[src/rename_pkg.sv]
/*
 * Register-rename sizing defaults and the map read-port layout.
 * Imported by the rename pipeline modules and the top level.
 */
package rename_pkg;

    // ------------------------------------------------------------
    // default register counts, overridden from the top level
    localparam int DEF_AR_COUNT = 32;
    localparam int DEF_PR_COUNT = 64;

    // index widths for the default counts
    localparam int DEF_AR_W = $clog2(DEF_AR_COUNT);
    localparam int DEF_PR_W = $clog2(DEF_PR_COUNT);

    // ------------------------------------------------------------
    // map read ports used per renamed request
    localparam int RD_PORTS = 3;
    localparam int RD_SRC1  = 0;
    localparam int RD_SRC2  = 1;
    // old mapping of the destination
    localparam int RD_DEST  = 2;

endpackage

[src/apb_map_pkg.sv]
/*
 * APB control-port register map and command codes for the checkpoint slave.
 */
package apb_map_pkg;

    // data and address width
    localparam int APB_DW = 32;

    // register addresses
    localparam logic [APB_DW-1:0] ADDR_CMD        = 32'h0;
    localparam logic [APB_DW-1:0] ADDR_FREE_COUNT = 32'h4;
    // bit 0 set while a checkpoint is held
    localparam logic [APB_DW-1:0] ADDR_STATUS     = 32'h8;

    // command codes written to ADDR_CMD
    localparam logic [APB_DW-1:0] CMD_SAVE    = 32'd1;
    localparam logic [APB_DW-1:0] CMD_RESTORE = 32'd2;

endpackage

[src/rename_stage_if.sv]
/*
 * Valid/ready link carrying one request from the alloc stage to the map stage.
 */
`timescale 1ns/1ps

interface rename_stage_if import rename_pkg::*; #(
    parameter int AR_COUNT = DEF_AR_COUNT,
    parameter int PR_COUNT = DEF_PR_COUNT
);

    localparam int AR_W = $clog2(AR_COUNT);
    localparam int PR_W = $clog2(PR_COUNT);

    // handshake
    logic valid;
    logic ready;

    // request fields plus the PR taken at alloc
    logic [AR_W-1:0] src1_ar;
    logic [AR_W-1:0] src2_ar;
    logic [AR_W-1:0] dest_ar;
    logic            has_dest;
    logic [PR_W-1:0] new_pr;

    modport producer (output valid, src1_ar, src2_ar, dest_ar, has_dest, new_pr, input ready);
    modport consumer (input valid, src1_ar, src2_ar, dest_ar, has_dest, new_pr, output ready);

endinterface

[src/free_list.sv]
/*
 * Circular FIFO of free physical registers.
 * Pops at alloc, pushes on commit, head pointer can be saved and restored.
 */
`timescale 1ns/1ps

module free_list import rename_pkg::*; #(
    parameter int AR_COUNT = DEF_AR_COUNT,
    parameter int PR_COUNT = DEF_PR_COUNT,
    localparam int PR_W = $clog2(PR_COUNT),
    localparam int PTR_W = PR_W + 1
) (
    input  logic             CLK,
    input  logic             nRST,
    // alloc side
    input  logic             pop,
    output logic [PR_W-1:0]  pop_pr,
    output logic             empty,
    // commit side
    input  logic             push,
    input  logic [PR_W-1:0]  push_pr,
    // status and checkpoint
    output logic [PTR_W-1:0] count,
    output logic [PTR_W-1:0] head,
    input  logic             restore_valid,
    input  logic [PTR_W-1:0] restore_head
);

    // PRs not mapped after reset
    localparam int FREE_INIT = PR_COUNT - AR_COUNT;

    // ------------------------------------------------------------
    // storage and pointers
    // depth PR_COUNT leaves slack for a restore after commits
    logic [PR_W-1:0]  fifo [PR_COUNT];
    logic [PTR_W-1:0] head_q;
    logic [PTR_W-1:0] tail_q;
    logic             full;

    // extra pointer bit tells full from empty
    assign count  = tail_q - head_q;
    assign empty  = (count == '0);
    assign full   = (count == PTR_W'(PR_COUNT));
    assign head   = head_q;
    assign pop_pr = fifo[head_q[PR_W-1:0]];

    always_ff @(posedge CLK or negedge nRST) begin
        if (!nRST) begin
            // AR_COUNT .. PR_COUNT-1 queued in order
            for (int i = 0; i < PR_COUNT; i++) begin
                fifo[i] <= (i < FREE_INIT) ? PR_W'(AR_COUNT + i) : '0;
            end
            head_q <= '0;
            tail_q <= PTR_W'(FREE_INIT);
        end else begin
            if (push) begin
                fifo[tail_q[PR_W-1:0]] <= push_pr;
                tail_q <= tail_q + 1'b1;
            end
            // moving head back reclaims PRs taken since the save
            if (restore_valid) begin
                head_q <= restore_head;
            end else if (pop) begin
                head_q <= head_q + 1'b1;
            end
        end
    end

    // ------------------------------------------------------------
    // alloc must check empty, commit source must respect capacity
    a_no_pop_empty: assert property (@(posedge CLK) disable iff (!nRST)
        pop |-> !empty);
    a_no_push_full: assert property (@(posedge CLK) disable iff (!nRST)
        push |-> !full);

endmodule

[src/map_table.sv]
/*
 * Architectural-to-physical register map with three read ports, one write port
 * and a full-table snapshot for checkpointing.
 */
`timescale 1ns/1ps

module map_table import rename_pkg::*; #(
    parameter int AR_COUNT = DEF_AR_COUNT,
    parameter int PR_COUNT = DEF_PR_COUNT,
    localparam int AR_W = $clog2(AR_COUNT),
    localparam int PR_W = $clog2(PR_COUNT)
) (
    input  logic                               CLK,
    input  logic                               nRST,
    // reads
    input  logic [RD_PORTS-1:0][AR_W-1:0]      rd_ar,
    output logic [RD_PORTS-1:0][PR_W-1:0]      rd_pr,
    // write
    input  logic                               wr_valid,
    input  logic [AR_W-1:0]                    wr_ar,
    input  logic [PR_W-1:0]                    wr_pr,
    // checkpoint
    output logic [AR_COUNT-1:0][PR_W-1:0]      save_map,
    input  logic                               restore_valid,
    input  logic [AR_COUNT-1:0][PR_W-1:0]      restore_map
);

    logic [AR_COUNT-1:0][PR_W-1:0] map_q;
    logic [AR_COUNT-1:0][PR_W-1:0] map_next;

    // reads see the registered table only
    always_comb begin
        for (int p = 0; p < RD_PORTS; p++) begin
            rd_pr[p] = map_q[rd_ar[p]];
        end
    end

    // table with this cycle's write folded in
    always_comb begin
        map_next = map_q;
        if (wr_valid) begin
            map_next[wr_ar] = wr_pr;
        end
    end

    // snapshot includes the current write
    assign save_map = map_next;

    always_ff @(posedge CLK or negedge nRST) begin
        if (!nRST) begin
            // identity mapping
            for (int ar = 0; ar < AR_COUNT; ar++) begin
                map_q[ar] <= PR_W'(ar);
            end
        end else if (restore_valid) begin
            map_q <= restore_map;
        end else begin
            map_q <= map_next;
        end
    end

    // ------------------------------------------------------------
    // indices from the stage must address real entries
    for (genvar p = 0; p < RD_PORTS; p++) begin : g_rd_range
        a_rd_range: assert property (@(posedge CLK) disable iff (!nRST)
            rd_ar[p] < AR_COUNT);
    end
    a_wr_range: assert property (@(posedge CLK) disable iff (!nRST)
        wr_valid |-> (wr_ar < AR_COUNT));

endmodule

[src/checkpoint_store.sv]
/*
 * Single-slot snapshot register for any payload type.
 * Used once for the map table and once for the free-list head.
 */
`timescale 1ns/1ps

module checkpoint_store #(
    parameter type T = logic
) (
    input  logic CLK,
    input  logic nRST,
    input  logic save,
    input  T     save_data,
    output T     data,
    output logic valid
);

    T     data_q;
    logic valid_q;

    assign data  = data_q;
    assign valid = valid_q;

    // slot flag, set by the first save and kept
    always_ff @(posedge CLK or negedge nRST) begin
        if (!nRST) begin
            valid_q <= 1'b0;
        end else if (save) begin
            valid_q <= 1'b1;
        end
    end

    // snapshot payload
    always_ff @(posedge CLK) begin
        if (save) begin
            data_q <= save_data;
        end
    end

endmodule

[src/alloc_stage.sv]
/*
 * Alloc stage of the rename pipeline. Accepts a request, pops a free PR
 * when the request writes a destination, and forwards both to the map stage.
 */
`timescale 1ns/1ps

module alloc_stage import rename_pkg::*; #(
    parameter int AR_COUNT = DEF_AR_COUNT,
    parameter int PR_COUNT = DEF_PR_COUNT,
    localparam int AR_W = $clog2(AR_COUNT),
    localparam int PR_W = $clog2(PR_COUNT),
    localparam int PTR_W = PR_W + 1
) (
    input  logic                    CLK,
    input  logic                    nRST,
    // rename input stream
    input  logic                    in_valid,
    output logic                    in_ready,
    input  logic [AR_W-1:0]         in_src1_ar,
    input  logic [AR_W-1:0]         in_src2_ar,
    input  logic [AR_W-1:0]         in_dest_ar,
    input  logic                    in_has_dest,
    // checkpoint control
    input  logic                    hold,
    input  logic                    flush,
    // commit port
    input  logic                    commit_valid,
    input  logic [PR_W-1:0]         commit_pr,
    // free-list status and restore
    output logic [PTR_W-1:0]        free_count,
    output logic [PTR_W-1:0]        head,
    input  logic                    restore_valid,
    input  logic [PTR_W-1:0]        restore_head,
    rename_stage_if.producer        st,
    output logic                    busy
);

    logic            room;
    logic            accept;
    logic            pop;
    logic            empty;
    logic [PR_W-1:0] pop_pr;

    free_list #(.AR_COUNT(AR_COUNT), .PR_COUNT(PR_COUNT)) u_free_list (
        .CLK(CLK), .nRST(nRST),
        .pop(pop), .pop_pr(pop_pr), .empty(empty),
        .push(commit_valid), .push_pr(commit_pr),
        .count(free_count), .head(head),
        .restore_valid(restore_valid), .restore_head(restore_head)
    );

    // ------------------------------------------------------------
    // accept when not held, register free or draining,
    // and a PR on hand if the request needs one
    assign room     = !st.valid || st.ready;
    assign in_ready = !hold && room && (!in_has_dest || !empty);
    assign accept   = in_valid && in_ready;
    assign pop      = accept && in_has_dest;
    assign busy     = st.valid;

    always_ff @(posedge CLK or negedge nRST) begin
        if (!nRST) begin
            st.valid <= 1'b0;
        end else if (flush) begin
            st.valid <= 1'b0;
        end else if (accept) begin
            st.valid <= 1'b1;
        end else if (st.ready) begin
            st.valid <= 1'b0;
        end
    end

    // request payload with its new PR
    always_ff @(posedge CLK) begin
        if (accept) begin
            st.src1_ar  <= in_src1_ar;
            st.src2_ar  <= in_src2_ar;
            st.dest_ar  <= in_dest_ar;
            st.has_dest <= in_has_dest;
            st.new_pr   <= in_has_dest ? pop_pr : '0;
        end
    end

endmodule

[src/map_stage.sv]
/*
 * Map stage of the rename pipeline. Looks up both sources and the old
 * destination mapping, writes the new mapping and holds the result for output.
 */
`timescale 1ns/1ps

module map_stage import rename_pkg::*; #(
    parameter int AR_COUNT = DEF_AR_COUNT,
    parameter int PR_COUNT = DEF_PR_COUNT,
    localparam int AR_W = $clog2(AR_COUNT),
    localparam int PR_W = $clog2(PR_COUNT)
) (
    input  logic                          CLK,
    input  logic                          nRST,
    rename_stage_if.consumer              st,
    // rename output stream
    output logic                          out_valid,
    input  logic                          out_ready,
    output logic [PR_W-1:0]               out_src1_pr,
    output logic [PR_W-1:0]               out_src2_pr,
    output logic [PR_W-1:0]               out_new_pr,
    output logic [PR_W-1:0]               out_old_pr,
    output logic                          out_has_dest,
    // checkpoint
    input  logic                          flush,
    output logic [AR_COUNT-1:0][PR_W-1:0] save_map,
    input  logic                          restore_valid,
    input  logic [AR_COUNT-1:0][PR_W-1:0] restore_map,
    output logic                          busy
);

    logic                          load;
    logic [RD_PORTS-1:0][AR_W-1:0] rd_ar;
    logic [RD_PORTS-1:0][PR_W-1:0] rd_pr;

    // output register free or being taken
    assign st.ready = !out_valid || out_ready;
    assign load     = st.valid && st.ready;
    assign busy     = out_valid;

    always_comb begin
        rd_ar[RD_SRC1] = st.src1_ar;
        rd_ar[RD_SRC2] = st.src2_ar;
        rd_ar[RD_DEST] = st.dest_ar;
    end

    // write lands with the output load, next item sees it
    map_table #(.AR_COUNT(AR_COUNT), .PR_COUNT(PR_COUNT)) u_map_table (
        .CLK(CLK), .nRST(nRST),
        .rd_ar(rd_ar), .rd_pr(rd_pr),
        .wr_valid(load && st.has_dest), .wr_ar(st.dest_ar), .wr_pr(st.new_pr),
        .save_map(save_map),
        .restore_valid(restore_valid), .restore_map(restore_map)
    );

    // ------------------------------------------------------------
    // output register
    always_ff @(posedge CLK or negedge nRST) begin
        if (!nRST) begin
            out_valid <= 1'b0;
        end else if (flush) begin
            out_valid <= 1'b0;
        end else if (load) begin
            out_valid <= 1'b1;
        end else if (out_ready) begin
            out_valid <= 1'b0;
        end
    end

    always_ff @(posedge CLK) begin
        if (load) begin
            out_src1_pr  <= rd_pr[RD_SRC1];
            out_src2_pr  <= rd_pr[RD_SRC2];
            out_old_pr   <= rd_pr[RD_DEST];
            out_new_pr   <= st.new_pr;
            out_has_dest <= st.has_dest;
        end
    end

    // stalled output holds its values
    a_out_stable: assert property (@(posedge CLK) disable iff (!nRST)
        out_valid && !out_ready && !flush |=> out_valid
        && $stable({out_src1_pr, out_src2_pr, out_new_pr, out_old_pr, out_has_dest}));

endmodule

[src/apb_ctrl.sv]
/*
 * APB3 slave for checkpoint save/restore and free-count status.
 * A command write stalls with PREADY low until the pipeline drains and acts.
 */
`timescale 1ns/1ps

module apb_ctrl import rename_pkg::*, apb_map_pkg::*; #(
    parameter int PR_COUNT = DEF_PR_COUNT,
    localparam int PTR_W = $clog2(PR_COUNT) + 1
) (
    input  logic              CLK,
    input  logic              nRST,
    // APB
    input  logic              PSEL,
    input  logic              PENABLE,
    input  logic              PWRITE,
    input  logic [APB_DW-1:0] PADDR,
    input  logic [APB_DW-1:0] PWDATA,
    output logic [APB_DW-1:0] PRDATA,
    output logic              PREADY,
    output logic              PSLVERR,
    // status in
    input  logic [PTR_W-1:0]  free_count,
    input  logic              ckpt_valid,
    input  logic              pipe_busy,
    // checkpoint control out
    output logic              ckpt_hold,
    output logic              ckpt_save,
    output logic              ckpt_restore
);

    typedef enum logic [1:0] {S_IDLE, S_DRAIN, S_ACT, S_DONE} state_t;

    state_t state_q;
    state_t state_d;
    logic   op_restore_q;
    logic   access;
    logic   cmd_wr;
    logic   cmd_ok;
    logic   addr_ok;
    logic   start;

    // ------------------------------------------------------------
    // decode
    assign access  = PSEL && PENABLE;
    assign cmd_wr  = access && PWRITE && (PADDR == ADDR_CMD);
    // restore needs a saved slot
    assign cmd_ok  = (PWDATA == CMD_SAVE) || ((PWDATA == CMD_RESTORE) && ckpt_valid);
    assign addr_ok = (PADDR == ADDR_CMD) || (PADDR == ADDR_FREE_COUNT) || (PADDR == ADDR_STATUS);
    assign start   = (state_q == S_IDLE) && cmd_wr && cmd_ok;

    always_comb begin
        case (PADDR)
            ADDR_FREE_COUNT: PRDATA = APB_DW'(free_count);
            ADDR_STATUS:     PRDATA = APB_DW'(ckpt_valid);
            default:         PRDATA = '0;
        endcase
    end

    // ------------------------------------------------------------
    // idle -> drain -> act -> done
    always_comb begin
        state_d = state_q;
        case (state_q)
            S_IDLE:  if (start) state_d = S_DRAIN;
            S_DRAIN: if (!pipe_busy) state_d = S_ACT;
            S_ACT:   state_d = S_DONE;
            default: state_d = S_IDLE;
        endcase
    end

    always_ff @(posedge CLK or negedge nRST) begin
        if (!nRST) begin
            state_q      <= S_IDLE;
            op_restore_q <= 1'b0;
        end else begin
            state_q <= state_d;
            if (start) begin
                op_restore_q <= (PWDATA == CMD_RESTORE);
            end
        end
    end

    // hold from the first cycle of the command
    assign ckpt_hold    = start || (state_q != S_IDLE);
    assign ckpt_save    = (state_q == S_ACT) && !op_restore_q;
    assign ckpt_restore = (state_q == S_ACT) && op_restore_q;

    // other accesses finish at once, errors too
    assign PREADY  = ((state_q == S_IDLE) && !start) || (state_q == S_DONE);
    assign PSLVERR = (state_q == S_IDLE) && access && (!addr_ok || (cmd_wr && !cmd_ok));

    // master keeps the transfer steady through wait states
    a_apb_stable: assert property (@(posedge CLK) disable iff (!nRST)
        PSEL && PENABLE && !PREADY |=> PSEL && PENABLE
        && $stable(PWRITE) && $stable(PADDR) && $stable(PWDATA));

endmodule

[src/rename_top.sv]
/*
 * Register-rename block top level. Two-stage rename pipeline, commit port,
 * one checkpoint slot and the APB control slave.
 */
`timescale 1ns/1ps

module rename_top import rename_pkg::*, apb_map_pkg::*; #(
    parameter int AR_COUNT = DEF_AR_COUNT,
    parameter int PR_COUNT = DEF_PR_COUNT,
    localparam int AR_W = $clog2(AR_COUNT),
    localparam int PR_W = $clog2(PR_COUNT)
) (
    input  logic              CLK,
    input  logic              nRST,
    // rename input
    input  logic              in_valid,
    output logic              in_ready,
    input  logic [AR_W-1:0]   in_src1_ar,
    input  logic [AR_W-1:0]   in_src2_ar,
    input  logic [AR_W-1:0]   in_dest_ar,
    input  logic              in_has_dest,
    // rename output
    output logic              out_valid,
    input  logic              out_ready,
    output logic [PR_W-1:0]   out_src1_pr,
    output logic [PR_W-1:0]   out_src2_pr,
    output logic [PR_W-1:0]   out_new_pr,
    output logic [PR_W-1:0]   out_old_pr,
    output logic              out_has_dest,
    // commit
    input  logic              commit_valid,
    input  logic [PR_W-1:0]   commit_pr,
    // APB
    input  logic              PSEL,
    input  logic              PENABLE,
    input  logic              PWRITE,
    input  logic [APB_DW-1:0] PADDR,
    input  logic [APB_DW-1:0] PWDATA,
    output logic [APB_DW-1:0] PRDATA,
    output logic              PREADY,
    output logic              PSLVERR
);

    typedef logic [AR_COUNT-1:0][PR_W-1:0] map_snap_t;
    typedef logic [PR_W:0]                 head_snap_t;

    logic       ckpt_hold, ckpt_save, ckpt_restore;
    logic       alloc_busy, map_busy, pipe_busy;
    logic       map_ckpt_valid, head_ckpt_valid, ckpt_valid;
    head_snap_t free_count, head, head_ckpt;
    map_snap_t  live_map, map_ckpt;

    assign pipe_busy  = alloc_busy | map_busy;
    assign ckpt_valid = map_ckpt_valid & head_ckpt_valid;

    rename_stage_if #(.AR_COUNT(AR_COUNT), .PR_COUNT(PR_COUNT)) u_stage_if ();

    alloc_stage #(.AR_COUNT(AR_COUNT), .PR_COUNT(PR_COUNT)) u_alloc_stage (
        .CLK(CLK), .nRST(nRST),
        .in_valid(in_valid), .in_ready(in_ready), .in_src1_ar(in_src1_ar),
        .in_src2_ar(in_src2_ar), .in_dest_ar(in_dest_ar), .in_has_dest(in_has_dest),
        .hold(ckpt_hold), .flush(ckpt_restore),
        .commit_valid(commit_valid), .commit_pr(commit_pr),
        .free_count(free_count), .head(head),
        .restore_valid(ckpt_restore), .restore_head(head_ckpt),
        .st(u_stage_if.producer), .busy(alloc_busy)
    );

    map_stage #(.AR_COUNT(AR_COUNT), .PR_COUNT(PR_COUNT)) u_map_stage (
        .CLK(CLK), .nRST(nRST), .st(u_stage_if.consumer),
        .out_valid(out_valid), .out_ready(out_ready), .out_src1_pr(out_src1_pr),
        .out_src2_pr(out_src2_pr), .out_new_pr(out_new_pr), .out_old_pr(out_old_pr),
        .out_has_dest(out_has_dest), .flush(ckpt_restore), .save_map(live_map),
        .restore_valid(ckpt_restore), .restore_map(map_ckpt), .busy(map_busy)
    );

    // ------------------------------------------------------------
    // checkpoint slot, map and free-list head
    checkpoint_store #(.T(map_snap_t)) u_map_ckpt (
        .CLK(CLK), .nRST(nRST), .save(ckpt_save), .save_data(live_map),
        .data(map_ckpt), .valid(map_ckpt_valid)
    );

    checkpoint_store #(.T(head_snap_t)) u_head_ckpt (
        .CLK(CLK), .nRST(nRST), .save(ckpt_save), .save_data(head),
        .data(head_ckpt), .valid(head_ckpt_valid)
    );

    apb_ctrl #(.PR_COUNT(PR_COUNT)) u_apb_ctrl (
        .CLK(CLK), .nRST(nRST),
        .PSEL(PSEL), .PENABLE(PENABLE), .PWRITE(PWRITE), .PADDR(PADDR),
        .PWDATA(PWDATA), .PRDATA(PRDATA), .PREADY(PREADY), .PSLVERR(PSLVERR),
        .free_count(free_count), .ckpt_valid(ckpt_valid), .pipe_busy(pipe_busy),
        .ckpt_hold(ckpt_hold), .ckpt_save(ckpt_save), .ckpt_restore(ckpt_restore)
    );

endmodule

[config.mk]
export PLATFORM = sky130hd
export DESIGN_NAME = rename_top
export DESIGN_NICKNAME = d
export VERILOG_FILES = /design/src/rename_pkg.sv /design/src/apb_map_pkg.sv /design/src/rename_stage_if.sv /design/src/free_list.sv /design/src/map_table.sv /design/src/checkpoint_store.sv /design/src/alloc_stage.sv /design/src/map_stage.sv /design/src/apb_ctrl.sv /design/src/rename_top.sv
export SDC_FILE = /design/constraint.sdc
export NUM_CORES = 1
export LEC_CHECK = 0
export BUFFER_PORTS_ARGS = -buffer_cell sky130_fd_sc_hd__buf_4
export CORE_MARGIN = 3
export CORE_UTILIZATION = 60
export CTS_BUF_LIST = sky130_fd_sc_hd__clkbuf_8
export DETAILED_ROUTE_END_ITERATION = 12
export GPL_TIMING_DRIVEN = 0
export PLACE_DENSITY = 0.82
export SLEW_MARGIN = 20
export SYNTH_ARGS = -nofsm -noshare
export SYNTH_HDL_FRONTEND = slang
export SYNTH_SLANG_ARGS = --single-unit
export TNS_END_PERCENT = 1
[constraint.sdc]
create_clock -name CLK -period 18.5 [get_ports CLK]
set_input_delay 1.85 -clock CLK [delete_from_list [all_inputs] [get_ports CLK]]
set_output_delay 1.85 -clock CLK [all_outputs]
set_load 0.01 [all_outputs]
# Word level (Yosys, flattened, before mapping)
# Cells that the tools add are included.
# W data, S select, Z words.
# totals
register_bits	842
inputBits	94
wordCells	243
# op_classes
mux	29
bitwise	3
n_addsub	3
order_cmp	7
reduce_logical	46
eq_ne	9
# ops
operator	count
$bwmux W384	1
$mux W192	2
$bwmux W192	1
$bmux W6 S5	3
$mux W6	7
$bmux W6 S6	1
$demux W6 S6	1
$eq A32 B1 Y1 const B	1
$eq A32 B2 Y1 const B	1
$eq A32 B3 Y1 const B	1
$eq A32 B4 Y1 const B	1
$logic_not A32 Y1	1
$demux W6 S5	1
$logic_and A1 B1 Y1	20
$lt A5 B6 Y1 const B	3
$add A7 B1 Y7 const B	2
$ge A7 B7 Y1 const B	2
$mux W7	2
$not A6 Y7	2
$pmux W7 S2	1
$logic_not A1 Y1	9
$logic_or A1 B1 Y1	9
$logic_not A7 Y1	1
$lt A7 B1 Y1 const B	1
14 further kinds	23

# Longest topological paths before layout
# Gate-level depths: netlist of run 1.
# depth
ltp_word	13
mapped_depth	12
depth_no_buf	11

# By module
# From an unflattened synthesis of run 1, not the netlist that was laid out.
# hier_totals
cells_unflattened	3241
area_unflattened_um2	42193.0
# modules_own_cells
module	seq_area_each_um2	cells_each	area_each_um2	instances
free_list	10100.9	1315	18900.6	1
map_table	4904.7	1557	14839.2	1
checkpoint_store at u_map_ckpt	5790.6	194	5796.8	1
map_stage	775.7	32	818.3	1
alloc_stage	685.7	39	793.3	1
apb_ctrl	75.1	93	790.8	1
checkpoint_store at u_head_ckpt	235.2	9	241.5	1
rename_top	0.0	2	12.5	1

# Worst setup path after synthesis of run 1
# No wires, ideal clock.
# synth_path
path_kind	register -> register
from	reg u_apb_ctrl.state_q[0]
to	reg u_map_ckpt.valid_q (netlist: u_map_ckpt.valid)
t_arrival_ns	10.260
stages_incl_launch_ff	5
path_slack_ns	8.118
required_time_ns	18.378
setup_time_ns	0.122
synth_period_minus_slack_ns	10.382
cell_sequence	dfrtp_1 > inv_1 > ha_1 > nor2b_1 > or2_2
# synth_via
elab_chain_cells	2
# synth_rtl
item	line	text
start: declaration	apb_ctrl.sv:34	state_t state_q;
start signal: assignment	apb_ctrl.sv:77	state_q <= state_d;
$eq A2 B2 Y1	apb_ctrl.sv:86	assign ckpt_save = (state_q == S_ACT) && !op_restore_q;
$logic_and A1 B1 Y1	apb_ctrl.sv:86	
named net ckpt_save	rename_top.sv:47	logic ckpt_hold, ckpt_save, ckpt_restore;
end signal: assignment	checkpoint_store.sv:27	valid_q <= 1'b0;
end signal: assignment	checkpoint_store.sv:29	valid_q <= 1'b1;
end: declaration	checkpoint_store.sv:19	logic valid_q;
# The timed path passes the listed nets, and every way through them passes these cells.
# A chain may end at the register's enable or synchronous reset.

# Worst setup path after layout of run 1
# layout_path
from	reg u_alloc_stage.u_free_list.head_q[2] (netlist: u_alloc_stage.u_free_list.head[2])
to	out in_ready
# layout_via
elab_chain_cells	5
# layout_rtl
item	line	text
start: declaration	free_list.sv:36	logic [PTR_W-1:0] head_q;
start signal: assignment	free_list.sv:62	head_q <= restore_head;
start signal: assignment	free_list.sv:64	head_q <= head_q + 1'b1;
$sub A7 B7 Y7	free_list.sv:41	assign count = tail_q - head_q;
$logic_not A7 Y1	free_list.sv:42	assign empty = (count == '0);
$logic_not A1 Y1	alloc_stage.sv:56	assign in_ready = !hold && room && (!in_has_dest || !empty);
$logic_or A1 B1 Y1	alloc_stage.sv:56	
$logic_and A1 B1 Y1	alloc_stage.sv:56	
end: declaration	rename_top.sv:17	output logic in_ready,
# Every way passes these cells.

==> results of run 1 <==
## cells in the mapped netlist, drive strengths merged (4+ instances only)
cell,n
nand4,14
inv,18
nor4,16
edfxtp,246
and2,7
dfrtp,403
buf,89
nor3,23
xnor2,7
clkbuf,118
mux4,264
nor2b,9
mux2i,48
mux2,715
o22ai,18
nor3b,4
nand3b,9
o211ai,4
nand2,67
ha,12
nor2,299
dfstp,193
nand3,17
a21oi,33
and3,6
o221ai,24
nand2b,5
## flip-flops by register name (all words and copies together) (netlist names)
| signal | flops |
|---|---|
| u_alloc_stage.u_free_list.fifo | 384 |
| u_map_ckpt.data | 192 |
| u_map_stage.u_map_table.map_q | 192 |
| u_alloc_stage.u_free_list.head | 7 |
| u_alloc_stage.u_free_list.tail_q | 7 |
| u_head_ckpt.data | 7 |
| u_alloc_stage.st.new_pr | 6 |
| u_map_stage.out_new_pr | 6 |
| u_map_stage.out_old_pr | 6 |
| u_map_stage.out_src1_pr | 6 |
| u_map_stage.out_src2_pr | 6 |
| u_alloc_stage.st.dest_ar | 5 |
| u_alloc_stage.st.src1_ar | 5 |
| u_alloc_stage.st.src2_ar | 5 |
| u_apb_ctrl.state_q | 2 |
| u_alloc_stage.busy | 1 |
| u_alloc_stage.st.has_dest | 1 |
| u_apb_ctrl.op_restore_q | 1 |
| u_map_ckpt.valid | 1 |
| u_map_stage.busy | 1 |
| u_map_stage.out_has_dest | 1 |
## power by group through the flow
stage | Sequential [mW] | Combinational (mW) | Clock (mW)
after floorplan | 2.67 | 1.34 | 0
after global placement | 2.77 | 1.79 | 0
after detailed placement | 2.81 | 1.86 | 0
after CTS | 2.79 | 1.87 | 1.64
after global routing | 2.84 | 2.01 | 1.73
final | 2.80 | 1.90 | 1.62
## layout make-up
type / instances / area share
tap: 873 / 0.0234
multi-input combinational: 1663 / 0.383
timing repair buffer: 138 / 0.0279
sequential: 842 / 0.484
clock buffer: 169 / 0.0499
clock inverter: 82 / 0.00921
inverter: 18 / 0.00145
buffer: 207 / 0.0215
antenna: 1 / 0.0000537
## how the worst min path moves through the flow
stage                                      startpoint             endpoint  slack, ps  cells after the start
global placement    u_alloc_stage.u_free_list.head[2]  u_head_ckpt.data[2]        430                      0
detailed placement  u_alloc_stage.u_free_list.head[2]  u_head_ckpt.data[2]        450                      0
floorplan           u_alloc_stage.u_free_list.head[2]  u_head_ckpt.data[2]        420                      0
finish              u_alloc_stage.u_free_list.head[2]  u_head_ckpt.data[2]        470                      0
CTS                 u_alloc_stage.u_free_list.head[2]  u_head_ckpt.data[2]        460                      0
global route        u_alloc_stage.u_free_list.head[2]  u_head_ckpt.data[2]        480                      0
## per-stage QoR
stage	utilization	hold slack [ps]	worst slack (ps)	cell area [µm²]	power (mW)
after detailed placement	0.646	451	12790	43800	4.67
final	0.688	472	11720	46600	6.32
after CTS	0.687	463	11900	46600	6.30
after floorplan	-	423	8120	41400	4.02
after global routing	0.688	479	11630	46600	6.58
after global placement	0.641	433	3580	43400	4.56
## kinds of logic (layout without fill, tap and decap cells)
group	after synthesis	after routing	synth area share
other	1	26	0.0000907
adder cells (fa/ha/maj)	13	13	0.00412
multiplexers	1027	1027	0.350
AND/OR/NAND/NOR	485	485	0.0542
AO/OA/AOI/OAI	103	103	0.0181
buffers and inverters	225	614	0.0258
flip-flops	842	842	0.545
XOR/XNOR	10	10	0.00212
## layer usage
metal | track usage | routed length (µm) | up-vias
met1 | 0.409 | 41700 | 13800
li1 | - | - | 10900
met3 | 0.0721 | 9970 | 414
met4 | 0.209 | 7820 | 2
met5 | 0 | 12 | -
met2 | 0.541 | 57200 | 1474
## critical path, cell delays in order (launching register included)
cell and delay [ps]:
dfrtp_1 380, clkbuf_1 280, inv_2 400, buf_2 420
clkbuf_1 690, ha_1 410, o21ai_1 240, a2111oi_0 120
a211oi_1 360, and4bb_2 380, a21oi_1 90, and2_1 200
buf_4 150
==> impl_metrics.csv, run 1 <==
group,metric,value,unit
power,intPower,4.28,mW
setup_path,start_kind,"flip-flop",
global_route,antenna_found_initial,4,
global_route,grt_overflow,0,
finish,final-instance-count-excl-fill,3993,
floorplan,chipWidth,268,µm
clock_tree,cts-root-buf,"clkbuf_8",
setup_path,startpoint,"u_alloc_stage.u_free_list.head[2]",
placement,dpl.hpwl,83000,µm
yosys,synth_seq_cells,842,
run_status,outcome,"finished, final reports clean",
sta,fmax,0.148,GHz
drt,ant_nets,0,
drt,drt_iter0_markers,2877,
finish,area_growth,12.7,%
placement,gp_congestion,0.998,
setup_path,endpoint,"in_ready",
drt,wirelength,117000,µm
setup_path,crit_path_end_kind,"output port",
sta,setup_violations,0,
drt,wl_per_cell,29.2,µm
drt,dr.pass1.iters,6,
yosys,async_reset_ff_frac,0.708,
floorplan,core,67800,µm²
min_path,hold_path_class,"flip-flop to flip-flop",
yosys,ys_top_cells_by_area,"dfrtp_1 (24%), edfxtp_1 (18%), mux2_2 (16%)",
finish,multi_input_area,17800,µm²
clock_tree,cts_setup_buffers,0,
clock_tree,clock_sinks,842,
setup_path,worstSetupPathType,"flip-flop to output port",
sta,rsz0062_at_grt,"false",
yosys,synth_top_area_share,0.244,
clock_tree,cts_made_buffers,138,
power,power_frac_seq,0.443,
global_route,grt_first_pass_wirelength,176000,µm
yosys,ys_seq_area_frac,0.545,
yosys,yosys_warnings,0,
placement,io_buffer_count,123,
power,p_leak,19.8,nW
yosys,synth.distinct_cells,65,
setup_path,reg2reg_depth,11,
clock_tree,htreeDepth,4,
power,irDropWorstVdd,0.106,mV
sta,slew_headroom,0.294,
finish,layout_commonest_cell,"mux2_2",
floorplan,num_rows,95,
floorplan,initial_core_util,0.610,
setup_path,crit_fanout,10,
clock_tree,clk_path_buf_depth,3,
sta,tightest_slew,1060,ps
setup_path,r2r-end,"u_alloc_stage.st.src1_ar[2]",
yosys,synth_enable_flop_cells,246,
sta,finalMaxSlewViolations,0,
yosys,yosysTopAreaCell,"dfrtp_1",
power,power.density,136,nW/µm²
floorplan,pin_count,155,
finish,drive_gt1_frac,0.474,
yosys,synth_area,41300,µm²
drt,drc,0,
global_route,grt_usage,0.332,
drt,vias,26500,
yosys,avgSynthCellArea,15.3,µm²
global_route,grt_max_degree,104,
setup_path,crit_required,16650,ps
power,p_sw,2.05,mW
sta,layout_min_cycle_time,6780,ps
sta,fin_worst_skew,31.9,ps
clock_tree,clkTransAtPathRegs,60,ps
sta,fin_crit_sh,0.366,
clock_tree,tritoncts,"yes",
sta,hold_viol,0,
job,cap_violations,0,
placement,place_inst,3740,
yosys,synth_cells,2706,
clock_tree,cts_resized,0,
finish,seqCellArea,22500,µm²
drt,viasPerCell,6.64,
finish,nFillCells,4498,
clock_tree,clkLatencyLatePin,810,ps
power,comb_power_share,0.301,
yosys,ys.flop_type,"dfrtp_1",
finish,nets,3115,
setup_path,crit_arrival,4930,ps
finish,layout_common_cells,"mux2_2 (586), dfrtp_1 (403), nor2_1 (278)",
clock_tree,hold_buffers,0,
sta,fin_tns_setup,0,ps
power,switching_share,0.324,
global_route,grt_pass1_vias,28100,
setup_path,rrSetupSlack,13830,ps
setup_path,r2r_start,"u_alloc_stage.u_free_list.head[2]",
floorplan,die_y,268,µm
floorplan,dieArea,72100,µm²
power,power_frac_clock,0.256,
Note: power is estimated with default switching activity, not from simulation.
==> inputs of run 2 (changes only) <==
--- a/config.mk
+++ b/config.mk
@@ -7,7 +7,7 @@
 export LEC_CHECK = 0
 export BUFFER_PORTS_ARGS = -buffer_cell sky130_fd_sc_hd__buf_4
 export CORE_MARGIN = 3
-export CORE_UTILIZATION = 60
+export CORE_UTILIZATION = 58
 export CTS_BUF_LIST = sky130_fd_sc_hd__clkbuf_8
 export DETAILED_ROUTE_END_ITERATION = 12
 export GPL_TIMING_DRIVEN = 0
==> constraint.sdc (replaced) <==
create_clock -name CLK -period 5.6 [get_ports CLK]
set_input_delay 0.56 -clock CLK [delete_from_list [all_inputs] [get_ports CLK]]
set_output_delay 0.56 -clock CLK [all_outputs]
set_load 0.01 [all_outputs]
==> run 2 against run 1 <==
Wire length up 1.3%. Non-clock buffer count up 19. Cell count up 2.2%. Critical path depth unchanged. Die area up 3.4%. Clock power rose to 3.3 times the previous value. Clock skew up 1.7 ps. Combinational power rose to 3.3 times the previous value. Worst setup slack worse by 11000 ps. Highest routed layer unchanged.
==> impl_metrics.csv, run 2 (synthesized netlist as in run 1, its figures left out) <==
group,metric,value,unit
run_status,outcome,"finished, final reports clean",
drt,drc,0,
floorplan,initial_core_util,0.588,
global_route,use_met2,0.525,
clock_tree,clk_path_buf_depth,3,
setup_path,worstSetupPathType,"flip-flop to output port",
power,irDropWorstVdd,0.351,mV
setup_path,crit_chain,"clkbuf_1 -> inv_2 -> buf_2 -> clkbuf_1 -> ha_1 -> o21ai_1 -> a2111oi_0 -> a211oi_1 -> and4bb_2 -> a21oi_1 -> and2_1 -> buf_4",
clock_tree,cts-root-buf,"clkbuf_8",
setup_path,path_delay_family,"buffers and inverters",
placement,dpl.hpwl,84000,µm
setup_path,crit_required,5040,ps
setup_path,critPathBufInv,5,
sta,finalMaxSlewViolations,0,
drt,vias,26500,
power,p_leak,19.9,nW
setup_path,r2r_start,"u_alloc_stage.u_free_list.head[2]",
setup_path,crit_fanout,10,
global_route,grt_usage,0.321,
floorplan,core,70300,µm²
finish,layout_commonest_cell,"mux2_2",
sta,rsz0062_at_grt,"false",
drt,dr.pass1.iters,8,
drt,viasPerCell,6.50,
sta,setup_violations,0,
drt,ant_nets,0,
clock_tree,htreeDepth,4,
clock_tree,clock_sinks,842,
sta,fmax,0.188,GHz
finish,drive_gt1_frac,0.469,
sta,layout_min_cycle_time,5330,ps
power,p_total,20.9,mW
finish,final-instance-count-excl-fill,4082,
power,power.density,446,nW/µm²
job,cap_violations,0,
global_route,grt_pass1_vias,28200,
floorplan,chipWidth,273,µm
sta,fin_crit_sh,0.951,
global_route,grt_util_met3,0.0702,
finish,regMostFlops,"u_alloc_stage.u_free_list.fifo",
finish,layout_common_cells,"mux2_2 (586), dfrtp_1 (403), nor2_1 (278)",
clock_tree,clkLatencyLatePin,800,ps
sta,fin_worst_skew,33.5,ps
finish,area_growth,13.4,%
setup_path,crit_arrival,4770,ps
global_route,antenna_found_initial,4,
finish,nets,3133,
setup_path,cp_common_cell,"clkbuf_1",
global_route,met1_usage,0.391,
floorplan,num_rows,97,
global_route,grt.busiest_layer,"met2",
min_path,hold_path_class,"primary input to flip-flop",
setup_path,startpoint,"u_alloc_stage.u_free_list.head[2]",
floorplan,die_y,273,µm
placement,io_buffer_count,123,
floorplan,pin_count,155,
finish,largest_register_ffs,384,
global_route,grt_overflow,0,
global_route,grt_first_pass_wirelength,177000,µm
setup_path,crit_path_end_kind,"output port",
clock_tree,tritoncts,"yes",
global_route,grt_max_degree,114,
setup_path,critical_path.max_stage_delay,580,ps
setup_path,start_kind,"flip-flop",
sta,tightest_slew,1020,ps
drt,drt_iter0_markers,2609,
clock_tree,clkTransAtPathRegs,60,ps
setup_path,crit_path_top_delay_cell,"clkbuf_1",
floorplan,dieArea,74500,µm²
sta,hold_viol,0,
drt,wl_per_cell,29.0,µm
sta,slew_headroom,0.319,
drt,wirelength,118000,µm
min_path,worstHoldStart,"PWDATA[1]",
placement,place_inst,3808,
clock_tree,cts_made_buffers,137,
placement,gp_congestion,0.993,
clock_tree,cts_setup_buffers,0,
-- run 2: cell type report --
class	count	area (µm²)
Fill cell	4775	23400
Sequential cell	842	22500
Multi-Input combinational cell	1663	17800
Clock buffer	159	2190
Timing Repair Buffer	157	1520
Tap cell	940	1180
Buffer	207	1000
Clock inverter	92	559
Inverter	18	67.6
Antenna cell	4	10.0
-- run 2: worst register-to-register path, stage by stage (launching register included) --
cell      delay [ps]
dfrtp_1          380
clkbuf_1         270
inv_2            410
buf_2            420
clkbuf_1         590
ha_1             420
a211oi_2         280
o31ai_1          110
a211oi_1         300
and4bb_2         340
a21boi_4         510
buf_16           250
-- run 2: report_power, final --
part	internal, mW	switching [mW]
sequential	8.18	1.08
combinational	3.10	3.20
clock	2.84	2.51
-- run 2: what timing repair did --
item / 4_1_cts / 5_1_grt
gates resized for setup: 0 / 0
hold endpoints to repair: 69 / 0
hold buffers: 18 / 0
-- run 2: worst paths after layout --
path                            slack [ps]  depth (start not counted)                             endpoint
worst min-delay path                    60                          3              u_apb_ctrl.op_restore_q
max in group asynchronous             3730                          4  u_alloc_stage.u_free_list.fifo[147]
min in group asynchronous              380                          2    u_map_stage.u_map_table.map_q[20]
worst max register to register        1010                         11          u_alloc_stage.st.src2_ar[2]
worst min register to register         450                          0                  u_head_ckpt.data[2]
worst max-delay path                   270                         12                             in_ready
-- run 2: per-stage QoR --
stage                     hold WS, ps  setup slack [ps]   util  setup TNS (ps)  instance area [µm²]
after floorplan                   264              1480      -               0                41400
after global placement            431             -2330  0.620         -940260                43500
after detailed placement          448               622  0.625               0                43900
after CTS                        15.1               323  0.667               0                46900
after global routing             75.3              94.6  0.667               0                46900
final                            60.5               272  0.667               0                46900
-- run 2: per-layer routing --
metal	wire length, µm	up-vias
li1	-	10900
met1	42600	13700
met2	58000	1464
met3	9560	452
met4	7990	2
met5	13	-
